$ cat src/hdl/load_defines.svh
`ifndef LOAD_DEFINES_SVH
`define LOAD_DEFINES_SVH

// data and address width of the core
`define XLEN 32

// the cachable regions of the memory map have inclusive bounds
`define CODE_REGION_START    32'h0000_0000
`define CODE_REGION_END      32'h0000_0FFF

`define INT_NVM_REGION_START 32'h0001_0000
`define INT_NVM_REGION_END   32'h0001_0FFF

// direct-mapped cache with one word per line
`define CACHE_LINES      16
`define CACHE_INDEX_BITS 4

// the two low address bits select the byte inside the word
`define CACHE_TAG_BITS   (`XLEN - `CACHE_INDEX_BITS - 2)

`endif

$ cat src/hdl/load_pkg.sv
`default_nettype none

`include "load_defines.svh"

package load_pkg;

    // LBU and LHU are kept apart from the signed codes
    typedef enum logic [2:0] {
        LB,
        LBU,
        LH,
        LHU,
        LW
    } load_operation_t;

    // side information that rides along with the load
    typedef struct packed {
        logic [4:0] rd;
        logic [3:0] instr_id;
    } instr_packet_t;

    // true when addr lies in [start_addr, end_addr]
    function automatic logic inside_range(
        input logic [`XLEN - 1:0] start_addr,
        input logic [`XLEN - 1:0] end_addr,
        input logic [`XLEN - 1:0] addr
    );
        return (addr >= start_addr) && (addr <= end_addr);
    endfunction : inside_range

endpackage : load_pkg

`default_nettype wire

$ cat src/hdl/mem_bus_if.sv
`default_nettype none

`include "load_defines.svh"

// one transfer is outstanding at a time and the request is held until acknowledge
interface mem_bus_if;

    logic                request;
    logic [`XLEN - 1:0]  address;
    logic                acknowledge;
    logic                data_valid;
    logic [`XLEN - 1:0]  data;

    modport requester (
        output request,
        output address,
        input  acknowledge,
        input  data_valid,
        input  data
    );

    modport responder (
        input  request,
        input  address,
        output acknowledge,
        output data_valid,
        output data
    );

endinterface : mem_bus_if

`default_nettype wire

$ cat src/hdl/load_cache.sv
`default_nettype none

`include "load_defines.svh"

module load_cache (
    input  logic               clk_i,
    input  logic               rst_n_i,

    input  logic               cache_read_i,
    input  logic [`XLEN - 1:0] cache_address_i,
    output logic               cache_data_valid_o,
    output logic [`XLEN - 1:0] cache_data_o,

    mem_bus_if.responder       bus,

    output logic               ext_request_o,
    output logic [`XLEN - 1:0] ext_address_o,
    input  logic               ext_acknowledge_i,
    input  logic               ext_data_valid_i,
    input  logic [`XLEN - 1:0] ext_data_i
);

    localparam int unsigned INDEX_BITS = `CACHE_INDEX_BITS;
    localparam int unsigned TAG_BITS   = `CACHE_TAG_BITS;

    typedef enum logic [1:0] {LOOKUP, REFILL, RESPOND} state_t;

    state_t                  state_q, state_d;
    logic                    refill_req_q, refill_req_d;
    logic [`CACHE_LINES-1:0] valid_q;
    logic [TAG_BITS - 1:0]   tag_q [`CACHE_LINES];
    logic [`XLEN - 1:0]      data_q [`CACHE_LINES];
    logic [`XLEN - 1:0]      resp_data_q;

    logic [INDEX_BITS - 1:0] index;
    logic [TAG_BITS - 1:0]   tag;
    logic                    hit;
    logic                    refilling;
    logic                    line_write;

    assign index = cache_address_i[INDEX_BITS + 1:2];
    assign tag   = cache_address_i[`XLEN - 1:INDEX_BITS + 2];
    assign hit   = valid_q[index] && (tag_q[index] == tag);

    assign refilling  = (state_q == REFILL);
    assign line_write = refilling && ext_data_valid_i;

    always_ff @(posedge clk_i) begin
        if (!rst_n_i) begin
            state_q      <= LOOKUP;
            refill_req_q <= 1'b0;
            valid_q      <= '0;
        end else begin
            state_q      <= state_d;
            refill_req_q <= refill_req_d;
            if (line_write) begin
                valid_q[index] <= 1'b1;
            end
        end
    end

    always_ff @(posedge clk_i) begin
        if (line_write) begin
            tag_q[index]  <= tag;
            data_q[index] <= ext_data_i;
            resp_data_q   <= ext_data_i;
        end else if (state_q == LOOKUP && cache_read_i && hit) begin
            resp_data_q <= data_q[index];
        end
    end

    always_comb begin
        state_d      = state_q;
        refill_req_d = refill_req_q;

        case (state_q)
            LOOKUP: begin
                if (cache_read_i) begin
                    if (hit) begin
                        state_d = RESPOND;
                    end else begin
                        state_d      = REFILL;
                        refill_req_d = 1'b1;
                    end
                end
            end

            REFILL: begin
                if (ext_acknowledge_i) begin
                    refill_req_d = 1'b0;
                end
                if (ext_data_valid_i) begin
                    state_d = RESPOND;
                end
            end

            default: state_d = LOOKUP;
        endcase
    end

    assign cache_data_valid_o = (state_q == RESPOND);
    assign cache_data_o       = resp_data_q;

    // the refill owns the external port and uncached traffic passes straight through otherwise
    // refills always fetch the whole aligned word
    assign ext_request_o = refilling ? refill_req_q : bus.request;
    assign ext_address_o = refilling ? {cache_address_i[`XLEN - 1:2], 2'b00} : bus.address;

    assign bus.acknowledge = !refilling && ext_acknowledge_i;
    assign bus.data_valid  = !refilling && ext_data_valid_i;
    assign bus.data        = ext_data_i;

endmodule : load_cache

`default_nettype wire

$ cat src/hdl/load_subsystem.sv
`default_nettype none

`include "load_defines.svh"

module load_subsystem import load_pkg::*; (
    input  logic               clk_i,
    input  logic               rst_n_i,
    input  logic               valid_operation_i,
    input  logic [`XLEN - 1:0] load_address_i,
    input  load_operation_t    operation_i,
    input  instr_packet_t      instr_packet_i,

    output instr_packet_t      instr_packet_o,
    output logic [`XLEN - 1:0] loaded_data_o,
    output logic [`XLEN - 1:0] load_address_o,
    output logic               idle_o,
    output logic               data_valid_o,

    output logic               ext_request_o,
    output logic [`XLEN - 1:0] ext_address_o,
    input  logic               ext_acknowledge_i,
    input  logic               ext_data_valid_i,
    input  logic [`XLEN - 1:0] ext_data_i
);

    // cache read path between the two blocks
    logic               cache_read;
    logic [`XLEN - 1:0] cache_address;
    logic               cache_data_valid;
    logic [`XLEN - 1:0] cache_data;

    // uncached transfers from the load unit
    mem_bus_if uncached_bus ();

    load_unit u_load_unit (
        .clk_i              (clk_i),
        .rst_n_i            (rst_n_i),
        .valid_operation_i  (valid_operation_i),
        .load_address_i     (load_address_i),
        .operation_i        (operation_i),
        .instr_packet_i     (instr_packet_i),
        .instr_packet_o     (instr_packet_o),
        .loaded_data_o      (loaded_data_o),
        .load_address_o     (load_address_o),
        .idle_o             (idle_o),
        .data_valid_o       (data_valid_o),
        .mem                (uncached_bus.requester),
        .cache_read_o       (cache_read),
        .cache_address_o    (cache_address),
        .cache_data_valid_i (cache_data_valid),
        .cache_data_i       (cache_data)
    );

    load_cache u_load_cache (
        .clk_i              (clk_i),
        .rst_n_i            (rst_n_i),
        .cache_read_i       (cache_read),
        .cache_address_i    (cache_address),
        .cache_data_valid_o (cache_data_valid),
        .cache_data_o       (cache_data),
        .bus                (uncached_bus.responder),
        .ext_request_o      (ext_request_o),
        .ext_address_o      (ext_address_o),
        .ext_acknowledge_i  (ext_acknowledge_i),
        .ext_data_valid_i   (ext_data_valid_i),
        .ext_data_i         (ext_data_i)
    );

endmodule : load_subsystem

`default_nettype wire

$ cat src/hdl/load_unit.sv
`default_nettype none

`include "load_defines.svh"

module load_unit import load_pkg::*; (
    input  logic               clk_i,
    input  logic               rst_n_i,
    input  logic               valid_operation_i,
    input  logic [`XLEN - 1:0] load_address_i,
    input  load_operation_t    operation_i,
    input  instr_packet_t      instr_packet_i,

    output instr_packet_t      instr_packet_o,
    output logic [`XLEN - 1:0] loaded_data_o,
    output logic [`XLEN - 1:0] load_address_o,
    output logic               idle_o,
    output logic               data_valid_o,

    mem_bus_if.requester       mem,

    output logic               cache_read_o,
    output logic [`XLEN - 1:0] cache_address_o,
    input  logic               cache_data_valid_i,
    input  logic [`XLEN - 1:0] cache_data_i
);

    typedef enum logic [1:0] {IDLE, WAIT_CACHE, WAIT_MEMORY, DATA_VALID} state_t;

    state_t             state_q, state_d;
    logic               cache_read_q, cache_read_d;
    logic               request_q, request_d;
    logic [`XLEN - 1:0] load_data_q, load_data_d;
    logic [`XLEN - 1:0] load_address_q;
    load_operation_t    operation_q;
    logic               cachable;
    logic               accept;

    // routing is decided on the incoming address
    assign cachable = inside_range(`CODE_REGION_START, `CODE_REGION_END, load_address_i) |
                      inside_range(`INT_NVM_REGION_START, `INT_NVM_REGION_END, load_address_i);

    // the unit is free again once the result is on the outputs
    assign idle_o = (state_q == IDLE) || (state_q == DATA_VALID);
    assign accept = valid_operation_i && idle_o;

    always_ff @(posedge clk_i) begin
        if (!rst_n_i) begin
            state_q      <= IDLE;
            cache_read_q <= 1'b0;
            request_q    <= 1'b0;
        end else begin
            state_q      <= state_d;
            cache_read_q <= cache_read_d;
            request_q    <= request_d;
        end
    end

    always_ff @(posedge clk_i) begin
        load_data_q <= load_data_d;
        if (accept) begin
            load_address_q <= load_address_i;
            operation_q    <= operation_i;
            instr_packet_o <= instr_packet_i;
        end
    end

    always_comb begin
        state_d      = state_q;
        cache_read_d = cache_read_q;
        request_d    = request_q;
        load_data_d  = load_data_q;

        case (state_q)
            IDLE, DATA_VALID: begin
                state_d = IDLE;
                if (accept) begin
                    if (cachable) begin
                        state_d      = WAIT_CACHE;
                        cache_read_d = 1'b1;
                    end else begin
                        state_d   = WAIT_MEMORY;
                        request_d = 1'b1;
                    end
                end
            end

            WAIT_CACHE: begin
                if (cache_data_valid_i) begin
                    state_d      = DATA_VALID;
                    cache_read_d = 1'b0;
                    load_data_d  = cache_data_i;
                end
            end

            // acknowledge and data may arrive in the same cycle
            WAIT_MEMORY: begin
                if (mem.acknowledge) begin
                    request_d = 1'b0;
                end
                if (mem.data_valid) begin
                    state_d     = DATA_VALID;
                    load_data_d = mem.data;
                end
            end

            default: state_d = IDLE;
        endcase
    end

    // lane selection and extension of the captured word
    always_comb begin
        loaded_data_o = load_data_q;

        case (operation_q)
            LB, LBU: begin
                logic [7:0] lane;
                case (load_address_q[1:0])
                    2'b00:   lane = load_data_q[7:0];
                    2'b01:   lane = load_data_q[15:8];
                    2'b10:   lane = load_data_q[23:16];
                    default: lane = load_data_q[31:24];
                endcase
                if (operation_q == LB) begin
                    loaded_data_o = {{(`XLEN - 8){lane[7]}}, lane};
                end else begin
                    loaded_data_o = {{(`XLEN - 8){1'b0}}, lane};
                end
            end

            LH, LHU: begin
                logic [15:0] half;
                half = load_address_q[1] ? load_data_q[31:16] : load_data_q[15:0];
                if (operation_q == LH) begin
                    loaded_data_o = {{(`XLEN - 16){half[15]}}, half};
                end else begin
                    loaded_data_o = {{(`XLEN - 16){1'b0}}, half};
                end
            end

            default: loaded_data_o = load_data_q;
        endcase
    end

    assign data_valid_o    = (state_q == DATA_VALID);
    assign load_address_o  = load_address_q;
    assign cache_read_o    = cache_read_q;
    assign cache_address_o = load_address_q;
    assign mem.request     = request_q;
    assign mem.address     = load_address_q;

endmodule : load_unit

`default_nettype wire

$ cat config.mk
export PLATFORM = sky130hd
export DESIGN_NAME = load_subsystem
export DESIGN_NICKNAME = d
export VERILOG_FILES = /design/src/hdl/load_pkg.sv /design/src/hdl/mem_bus_if.sv /design/src/hdl/load_cache.sv /design/src/hdl/load_subsystem.sv /design/src/hdl/load_unit.sv
export VERILOG_INCLUDE_DIRS = /design/src /design/src/hdl
export SDC_FILE = /design/constraint.sdc
export NUM_CORES = 1
export LEC_CHECK = 0
export CAP_MARGIN = 20
export CORE_MARGIN = 1.5
export CORE_UTILIZATION = 57
export DETAILED_ROUTE_END_ITERATION = 8
export DONT_BUFFER_PORTS = 1
export GPL_ROUTABILITY_DRIVEN = 0
export PLACE_DENSITY = 0.8
export SLEW_MARGIN = 10
export SYNTH_ARGS = -nofsm -noshare
export SYNTH_HDL_FRONTEND = slang
export SYNTH_SLANG_ARGS = --single-unit
$ cat constraint.sdc
create_clock -name clk_i -period 6.37 [get_ports clk_i]
set_input_delay 1.274 -clock clk_i [delete_from_list [all_inputs] [get_ports clk_i]]
set_output_delay 1.274 -clock clk_i [all_outputs]
set_load 0.02 [all_outputs]
# After elaboration in Yosys (flattened, before gate mapping)

Memory sizes are Yosys's and may differ from the RTL's. A register that Yosys moved wholly into a read port is not among the register bits.
Cells that the tools add are included.

Magnitude comparators: 6
Eq/ne operators: 21
Muxes and demuxes: 38
Bitwise logic cells: 2
Reduce and logical (&&, ||, !) cells: 30

Operator list:

| operator                                                             | count |
|---|---|
| 2-to-1 mux 32 bit                                                    | 4 |
| one-hot mux 32 bit (2 select lines)                                  | 2 |
| greater-or-equal comparator 32 x 1 -> 1 bit (second input constant)  | 1 |
| greater-or-equal comparator 32 x 17 -> 1 bit (second input constant) | 1 |
| less-or-equal comparator 32 x 12 -> 1 bit (second input constant)    | 1 |
| less-or-equal comparator 32 x 17 -> 1 bit (second input constant)    | 1 |
| == test 26 bit                                                       | 1 |
| one-hot mux 8 bit (3 select lines)                                   | 1 |
| 2-to-1 mux 16 bit                                                    | 1 |
| 2-to-1 mux 2 bit                                                     | 8 |
| OR 16 bit                                                            | 1 |
| 2-to-1 mux 1 bit                                                     | 14 |
| inequality test 2 bit (second input constant)                        | 6 |
| AND reduction 4 bit                                                  | 3 |
| logical AND 1 bit                                                    | 10 |
| nonzero test 2 bit                                                   | 5 |
| == test 2 bit (second input constant)                                | 4 |
| inequality test 2 x 1 -> 1 bit (second input constant)               | 4 |
| == test 2 x 1 -> 1 bit (second input constant)                       | 3 |
| == test 3 x 2 -> 1 bit (second input constant)                       | 2 |
| logical NOT 2 bit                                                    | 3 |
| one-hot mux 1 bit (2 select lines)                                   | 3 |
| one-hot mux 2 bit (3 select lines)                                   | 1 |
| OR reduction 2 bit                                                   | 3 |
| 13 further kinds                                                     | 14 |

Flip-flop bits (word level): 99
RAM bits: 928
Input bits: 81
Output and inout port bits: 108
Word-level logic and storage cells: 110
Memories kept: 2

Memory list:

| name                | depth | width | read ports | clocked after Yosys merged registers in | write ports | RTL line         | text |
|---|---|---|---|---|---|---|---|
| u_load_cache.data_q | 16    | 32    | 1          | 1                                       | 1           | load_cache.sv:32 | `` logic [`XLEN - 1:0] data_q [`CACHE_LINES]; `` |
| u_load_cache.tag_q  | 16    | 26    | 1          | 1                                       | 1           | load_cache.sv:31 | `` logic [TAG_BITS - 1:0] tag_q [`CACHE_LINES]; `` |

# Logic depth before layout (Yosys ltp)

Gate-level depths: netlist of the first run.

Word-level depth: 6
Depth in mapped cells: 12
Mapped depth without buffers: 8

# Hierarchy

A second synthesis of the first run with hierarchy kept.

Cell total of the unflattened synthesis: 2235
Area, all modules: 43058.8 µm²

By module, submodules not included:

| module     | times used | cells an instance | area an instance (µm²) | seq. area each (µm²) |
|---|---|---|---|---|
| load_cache | 1          | 1890              | 38896.1                | 29208.0 |
| load_unit  | 1          | 345               | 4162.7                 | 2362.3 |

# Worst setup path before layout of the first run

OpenSTA, ideal clock, no wires.

Kind: input to register
Start: input port ext_data_valid_i
End: memory u_load_cache.data_q[0][0] (netlist bit), enable pin
Library setup time: 0.548 ns
Data arrival time: 5.882 ns
Path slack: -0.060 ns
Stages on the path: 3
Cell sequence: nand3_1 or3_1 nor3_1

Word-level cells in the longest chain between the ends: 3

RTL lines:

| item                                   | RTL line             | text |
|---|---|---|
| from (decl)                            | load_subsystem.sv:22 | `input logic ext_data_valid_i,` |
| logical AND 1 bit                      | load_cache.sv:46     | `assign line_write = refilling && ext_data_valid_i;` |
| 2-to-1 mux 1 bit                       | load_cache.sv:63     | `if (line_write) begin` |
| 2-to-1 mux 1 bit (not written as such) | load_cache.sv:65     | `data_q[index] <= ext_data_i;` |
| to (decl)                              | load_cache.sv:32     |  |

Every way passes these cells.

# Final worst setup path of the first run

Start: register u_load_unit.load_address_q[1] (netlist: u_load_unit.cache_address_o[1])
End: output port loaded_data_o[15]

Word-level cells in the longest chain between the ends: 4

RTL lines:

| item                                    | RTL line             | text |
|---|---|---|
| from (decl)                             | load_unit.sv:33      | `` logic [`XLEN - 1:0] load_address_q; `` |
| from (signal assigned)                  | load_unit.sv:61      | `load_address_q <= load_address_i;` |
| == test 2 bit (tied with other cells)   | load_unit.sv:117     | `case (load_address_q[1:0])` |
| one-hot mux 8 bit (3 select lines)      | load_unit.sv:117     |  |
| 2-to-1 mux 32 bit                       | load_unit.sv:123     | `if (operation_q == LB) begin` |
| one-hot mux 32 bit (2 select lines) (*) | load_unit.sv:114     | `case (operation_q)` |
| to (decl)                               | load_subsystem.sv:14 | `` output logic [`XLEN - 1:0] loaded_data_o, `` |

Mark *: on every way between the ends. The rest lies on a longest branch, timed or not.

==> impl_results.md, run 1 <==
* Outcome: completed
* P_sw at 5.10 mW
* Cells taking the most area after synthesis: sky130_fd_sc_hd__edfxtp_1 (75%), sky130_fd_sc_hd__mux4_2 (14%), sky130_fd_sc_hd__mux2i_1 (1.9%)
* Post-CTS repair timing setup buffer count at 0
* Actual transition at the worst max-transition pin at ~1.2 ns
* Critical Path Stages at 5
* Resized cells post-CTS at 0
* Internal portion of total power at ~13 mW
* Total routed wirelength at a little under 100000 um
* Highest Clock Rate at ~0.22 GHz
* Sequential power share at a little under half
* Min-delay worst type: reg2reg
* Final sum of negative setup slack at 0 ns
* Worst setup path class: reg2out
* Detail Route Antenna Nets at 0
* Setup repair after global routing missed its margin: no
* Global router's overall resource usage at 26.8%
* Via total after detailed routing at 20800
* Proportion of power drawn by combinational gates at 18.7%
* TritonCTS clock tree: done
* Peak fanout along the critical path at 16
* Distinct cell type count of the synthesized netlist at 64
* Count of buffer and inverter cells on the critical path at 0
* Synthesis Warnings at 0
* Share of async-settable or async-resettable flops after synthesis at 0%
* Post-layout total power at about 18 mW
* Number of max-slew violations in the final report at 0
* Share of synthesized cell area in and, or, nand and nor gates at under 10%
* Pwr per Cell Area at between 300 and 400 nW/um2
* Compound-gate portion of the synthesized area at approximately 1.7%
* Post-synthesis xor/xnor area fraction at less than 1%
* Final period util at between 70% and 80%
* Netlist area before placement at 41700 um2
* Clk root buf: sky130_fd_sc_hd__clkbuf_16
* Clock group share of total power at around a third
* Maximum vdd ir drop at between 0.0003 and 0.0004 V
* Area of the core at between 70000 and 80000 um2
* Number of clock sinks at ~1100
* Register-to-Register Setup Slack at between 1.5 and 2 ns
* Depth of the CTS H-tree at 3
* Floorplan die width at approximately 270 um
* Grt ovf at 0
* Via count of the first global-routing pass at around 21000
* Quantity of I/O buffers inserted on ports at 0
* Cell taking the most area after synthesis: sky130_fd_sc_hd__edfxtp_1
* Initial antenna violation count at 2
* Crit path launch: u_load_unit.cache_address_o[1]
* Global routing's busiest layer: met2
* Pin count of the biggest net entering global routing at around 130
* Share of synthesized area spent on multiplexers at 16.9%
* Inserted Clock Buffers at about 100
* Cell Count, Final, Fillers Out at 3058
* Via count normalized by instance count at 6.79
* I/O pin cnt at roughly 190
* Category of the worst setup path launch point: flip-flop
* Filler cell count in the final layout at roughly 4500
* Proportion of netlist area held by the largest area contributor at 74.6%
* Cell breakdown of the critical path: mux4_2, nand2b_1, nor3_1, a31oi_1, o21ai_0
* Switching power share of the total at between 20% and 30%
* Grt met1 use at 35.4%
* Req. time, crit path at slightly above 5 ns
* Number of iterations in the first detailed-routing pass at 6
* Synthesized flop and latch total at roughly 1100
* Largest family of logic cells by synthesized area: multiplexers
* Highest cell delay on the worst timing path at just over 0.8 ns
* Starting density of the core at a little under three fifths
* Clk pin slew, worst setup/hold paths at approximately 0.06 ns
* Area growth, synth to finish at 11.0%
* Placed cell area at ~43000 um2
* Starting DRC count in detailed routing at 2487
* Met3 Resource Use GR at around 6.3%
* Kind of end point of the critical path: output pin
* Worst Reg-to-Reg Cells at 9
* Commonest cells in the synthesized netlist: sky130_fd_sc_hd__edfxtp_1 (1036), sky130_fd_sc_hd__mux4_2 (255), sky130_fd_sc_hd__nand2_1 (162)
* Floorplan die height at around 270 um
* Design Area, Final at 46300 um2
* Hold EP: u_load_cache.valid_q[7]
* Shortest period the worst path allows at around 4.6 ns
* Final Hold Vio Count at 0
* Leakage power at about 15 nW
* Main flop type after synthesis: sky130_fd_sc_hd__edfxtp_1
* Number of core rows at between 90 and 100
* Drt wl/cell at between 30 and 40 um
* Clock latency at the later pin of the worst-skew pair at 0.67 ns
* Final cell utilization of the core at 63.7%
* Worst slew margin relative to its limit at between 20% and 30%
* Gate Count Post-Synth at roughly 2000
* Fraction of final layout cells with drive strength greater than 1 at 25.9%
* Net Count, Synth at about 2100
* Wire length of the first global-routing pass at about 140000 um
* HPWL after detailed placement at just over 50000 um
* Cell type of the slowest stage on the worst timing path: sky130_fd_sc_hd__edfxtp_1
* DRC violations left at 0
* DIE AREA at 74800 um2
* Critical path data arrival time at roughly 3.3 ns
* MaxCap Viol Count at 0
* Number of cells on the worst hold path at 1
* Mean area per synthesized cell at ~21 um2
* Origin of the worst min-delay path: u_load_cache.valid_q[7]
* Cell with the most instances after synthesis: sky130_fd_sc_hd__edfxtp_1
* Share of synthesized area occupied by flip-flops and latches at approximately three quarters
* Cell class contributing the biggest share of worst-path delay: flip-flops
* Reg-to-reg endpoint: u_load_cache.cache_data_o[17]
* Setup skew after layout at ~0.033 ns
* CTS max path bufs at 3
* Quantity of hold-fixing buffers added after cts at 0
* Dpl cells at between 2000 and 3000
* Met2 global-route usage at between 40% and 50%
* Synth Area in Adders at less than 1%
* Number of flops mapped to enable cells by yosys at 1036
* NumNets Final at ~2100
* Final setup viols at 0
[metal layers]
metal | up-vias | wire length [um]
met4 | 2 | 3410
li1 | 8180 | -
met2 | 1469 | 49600
met3 | 261 | 10800
met5 | - | 13
met1 | 10800 | 35400
[registers in the layout, indices dropped and copies added (netlist names), named ones only]
| register | count |
|---|---|
| u_load_cache.data_q | 512 |
| u_load_cache.tag_q | 416 |
| u_load_cache.cache_data_o | 32 |
| u_load_unit.cache_address_o | 32 |
| u_load_unit.load_data_q | 32 |
| u_load_cache.valid_q | 16 |
| u_load_unit.instr_packet_o | 9 |
| u_load_unit.operation_q | 3 |
| u_load_cache.state_q | 2 |
| u_load_unit.state_q | 2 |
| u_load_cache.refill_req_q | 1 |
| u_load_unit.cache_read_o | 1 |
| u_load_unit.mem.request | 1 |
[power by group through the flow]
| stage | registers (mW) | logic [mW] | clock network (mW) |
|---|---|---|---|
| finish | 8.70 | 3.39 | 6.06 |
| global route | 8.74 | 3.60 | 6.36 |
| CTS | 8.70 | 3.39 | 6.11 |
| detailed placement | 8.84 | 3.32 | 0 |
| global placement | 8.83 | 3.24 | 0 |
| floorplan | 8.53 | 2.79 | 0 |
[layout make-up]
cell class / instances / area [um2] / area share, %
multi-input combinational: 771 / 9420 / 20.3
inverter: 12 / 45.0 / 0.0973
clock inverter: 67 / 702 / 1.52
antenna: 4 / 10.0 / 0.0216
clock buffer: 119 / 2620 / 5.65
sequential: 1063 / 31700 / 68.4
tap: 959 / 1200 / 2.59
timing repair buffer: 63 / 638 / 1.38
[metrics by stage]
| step | hold slack [ns] | setup slack, ns |
|---|---|---|
| after floorplan | 0.435 | 0.0191 |
| after global placement | 0.441 | 1.90 |
| after detailed placement | 0.454 | 1.84 |
| after CTS | 0.468 | 1.77 |
| after global routing | 0.491 | 1.53 |
| final | 0.473 | 1.76 |
[layout by cell type (no fill, tap or decap), drive strengths merged, types with 21 or more instances in the layout]
master	count
edfxtp	1036
mux4	255
nand2	162
clkbuf	119
mux2i	79
buf	63
clkinv	45
mux2	44
dfxtp	27
nor2	27
xnor2	21
[worst reg2reg max path, cell delays in order (launching register included)]
cell and delay (ns):
sky130_fd_sc_hd__dfxtp_4 0.98, sky130_fd_sc_hd__mux4_2 0.65, sky130_fd_sc_hd__mux2i_1 0.25, sky130_fd_sc_hd__xor2_1 0.18
sky130_fd_sc_hd__mux2i_1 0.13, sky130_fd_sc_hd__or3_1 0.44, sky130_fd_sc_hd__nor4_2 0.43, sky130_fd_sc_hd__nand4b_1 0.30
sky130_fd_sc_hd__o41ai_4 0.27, sky130_fd_sc_hd__buf_4 0.58
[how the worst max path moves through the flow]
stage	slack, ns	to
detailed placement	1.84	u_load_cache.cache_data_o[18]
CTS	1.77	u_load_cache.cache_data_o[20]
global route	1.53	u_load_cache.cache_data_o[17]
floorplan	0.02	u_load_cache.data_q[12][0]
finish	1.76	loaded_data_o[15]
global placement	1.90	u_load_cache.cache_data_o[24]
[logic make-up (layout without fill, tap and decap cells)]
kind of cell,Yosys count,after routing
XOR/XNOR,33,33
multiplexers,378,378
AO/OA/AOI/OAI,92,92
adder cells (fa/ha/maj),3,3
other,0,4
buffers and inverters,140,261
AND/OR/NAND/NOR,265,265
flip-flops,1063,1063
Power figures use the tool's default switching activity.
==> run 2: changes to the inputs <==
Clock period 6.37 ns to 3.8 ns, I/O delays scaled along.
==> impl_results.md, run 2 (synthesis gave the netlist of run 1 again) <==
* Outcome: completed
* Count of buffer and inverter cells on the critical path at 6
* I/O pin cnt at 189
* Fraction of final layout cells with drive strength greater than 1 at between 20 and 30%
* Inserted Clock Buffers at 100
* MaxCap Viol Count at 0
* Maximum vdd ir drop at 0.000462 V
* Category of the worst setup path launch point: flip-flop
* CTS max path bufs at 3
* Post-place setup slack at -0.00526 ns
* Detail Route Antenna Nets at 0
* Via count normalized by instance count at approximately 6.7
* PnR worst setup slack at between 0.06 and 0.07 ns
* Register-to-Register Setup Slack at ~0.063 ns
* Quantity of hold-fixing buffers added after cts at 0
* Multi-input logic area at around 9500 um2
* Wire length of the first global-routing pass at around 150000 um
* Largest reg by FF count: u_load_cache.data_q
* Global router's overall resource usage at between 20% and 30%
* Shortest period the worst path allows at around 3.7 ns
* Clk root buf: sky130_fd_sc_hd__clkbuf_16
* Commonest non-fill, non-tap cells in the layout: sky130_fd_sc_hd__edfxtp_1 (1036), sky130_fd_sc_hd__mux4_2 (255), sky130_fd_sc_hd__nand2_1 (162)
* Peak fanout along the critical path at 10
* Number of clock sinks at 1063
* Highest cell delay on the worst timing path at between 0.5 and 0.6 ns
* Number of max-slew violations in the final report at 0
* Cell class contributing the biggest share of worst-path delay: buffers and inverters
* Starting DRC count in detailed routing at 3122
* DIE AREA at around 75000 um2
* Worst Reg-to-Reg Cells at 14
* Cell Count, Final, Fillers Out at approximately 3100
* NumNets Final at around 2200
* Pwr per Cell Area at ~650 nW/um2
* Origin of the worst min-delay path: operation_i[0]
* Largest registers: u_load_cache.data_q x512, u_load_cache.tag_q x416
* Setup skew after layout at ~0.021 ns
* Starting density of the core at between 50% and 60%
* Initial antenna violation count at 1
* Leading cell type in the layout, fill and taps excluded: sky130_fd_sc_hd__edfxtp_1
* Cell type of the slowest stage on the worst timing path: sky130_fd_sc_hd__mux4_2
* Highest Clock Rate at approximately 0.27 GHz
* Dpl cells at about 2900
* Max reg flops at between 500 and 600
* DRC violations left at 0
* Depth of the CTS H-tree at 3
* Floorplan die height at roughly 270 um
* N_diodes at 0
* Worst Hold Slack at approximately 0.18 ns
* Req. time, crit path at roughly 4.2 ns
* Number of core rows at ~100
* Worst path most repeated cell: sky130_fd_sc_hd__buf_6
* Floorplan die width at 274 um
* Final period util at between 90 and 100%
* Actual transition at the worst max-transition pin at ~0.96 ns
* Cell breakdown of the critical path: buf_6, buf_12, buf_8, mux4_2, mux2i_4, xnor2_1, nand2_1, nand4_1, nor4_4, nand4b_1, buf_4, o41ai_4, buf_6, buf_6
* Quantity of I/O buffers inserted on ports at 0
* TritonCTS clock tree: done
* Grt ovf at 0
* Clk pin slew, worst setup/hold paths at about 0.06 ns
* Leakage power at ~15 nW
* Via total after detailed routing at roughly 21000
* Final Hold Vio Count at 0
* Final setup viols at 0
* Reg-to-reg endpoint: u_load_cache.cache_data_o[4]
* Critical path data arrival time at 4.11 ns
* Drt wl/cell at about 32 um
* Design Area, Final at roughly 47000 um2
* Kind of end point of the critical path: flip-flop
* Via count of the first global-routing pass at between 20000 and 25000
* Register area at about 32000 um2
* Pin count of the biggest net entering global routing at between 100 and 150
* Worst setup path class: reg2reg
* Area growth, synth to finish at 12.8%
* Min-delay worst type: in2reg
* Number of cells on the worst hold path at 0
* Worst slew margin relative to its limit at 35.9%
* Post-layout total power at slightly above 30 mW
* Total routed wirelength at 101000 um
* Number of iterations in the first detailed-routing pass at 6
* Clock latency at the later pin of the worst-skew pair at 0.67 ns
* Placed cell area at around 44000 um2
* Hold EP: u_load_unit.operation_q[0]
* Filler cell count in the final layout at about 4400
* HPWL after detailed placement at between 50000 and 60000 um
* Area of the core at between 70000 and 80000 um2
==> run 2: worst max-delay path by stage <==
stage / startpoint / endpoint / slack, ns / depth (start not counted)
after floorplan: u_load_unit.cache_address_o[3] / u_load_cache.data_q[11][0] / -0.86 / 5
after global placement: flip-flop / u_load_cache.cache_data_o[22] / 0.00006 / 10
after detailed placement: flip-flop / u_load_cache.cache_data_o[22] / -0.005 / 10
after CTS: flip-flop / u_load_cache.cache_data_o[23] / 0.01 / 10
after global routing: flip-flop / u_load_cache.cache_data_o[4] / -0.07 / 12
final: flip-flop / u_load_cache.cache_data_o[4] / 0.06 / 14
==> run 2: area by class of cell <==
type	instances	area share, %
tap	959	2.55
clock buffer	119	5.56
sequential	1063	67.3
multi-input combinational	771	20.2
timing repair buffer	142	3.06
clock inverter	61	1.18
inverter	12	0.0958
==> run 2: power breakdown <==
group          leakage [nW]  total [mW]  internal, mW  switching [mW]
clock network          1.55        9.75          5.47            4.28
logic                  4.16        6.86          3.01            3.85
registers              9.56        14.2          13.6           0.540
==> run 2: worst reg2reg max path, cell delays in order, from the launching register on <==
cell and delay (ns):
sky130_fd_sc_hd__dfxtp_4 0.42, sky130_fd_sc_hd__buf_6 0.18, sky130_fd_sc_hd__buf_12 0.18, sky130_fd_sc_hd__buf_8 0.17
sky130_fd_sc_hd__mux4_2 0.54, sky130_fd_sc_hd__mux2i_4 0.17, sky130_fd_sc_hd__xnor2_1 0.10, sky130_fd_sc_hd__nand2_1 0.11
sky130_fd_sc_hd__nand4_1 0.16, sky130_fd_sc_hd__nor4_4 0.38, sky130_fd_sc_hd__nand4b_1 0.14, sky130_fd_sc_hd__buf_4 0.18
sky130_fd_sc_hd__o41ai_4 0.34, sky130_fd_sc_hd__buf_6 0.19, sky130_fd_sc_hd__buf_6 0.20
==> run 2: per-layer routing <==
| layer | global-route usage [%] | vias to the layer above | share of wire, % |
|---|---|---|---|
| met3 | 6.40 | 273 | 11 |
| met1 | 35.9 | 11000 | 36 |
| met4 | 10.8 | 2 | 3.6 |
| li1 | - | 8355 | - |
| met2 | 43.6 | 1444 | 50 |
| met5 | 0 | - | 0.011 |
==> run 2: through the flow <==
stage / TNS, ns / utilization, %
6_report: 0 / 64.7
5_1_grt: -1.90 / 64.7
4_1_cts: 0 / 64.3
3_5_place_dp: -0.0759 / 59.8
3_3_place_gp: 0 / 59.8
2_1_floorplan: -675.83 / -
==> run 2: repair_timing <==
| action | CTS | global route |
|---|---|---|
| gates resized for setup | 1 | 23 |
| setup endpoints to repair | 32 | 33 |
| cloned | 0 | 4 |
| setup buffers | 9 | 7 |
| pin swaps | 0 | 6 |
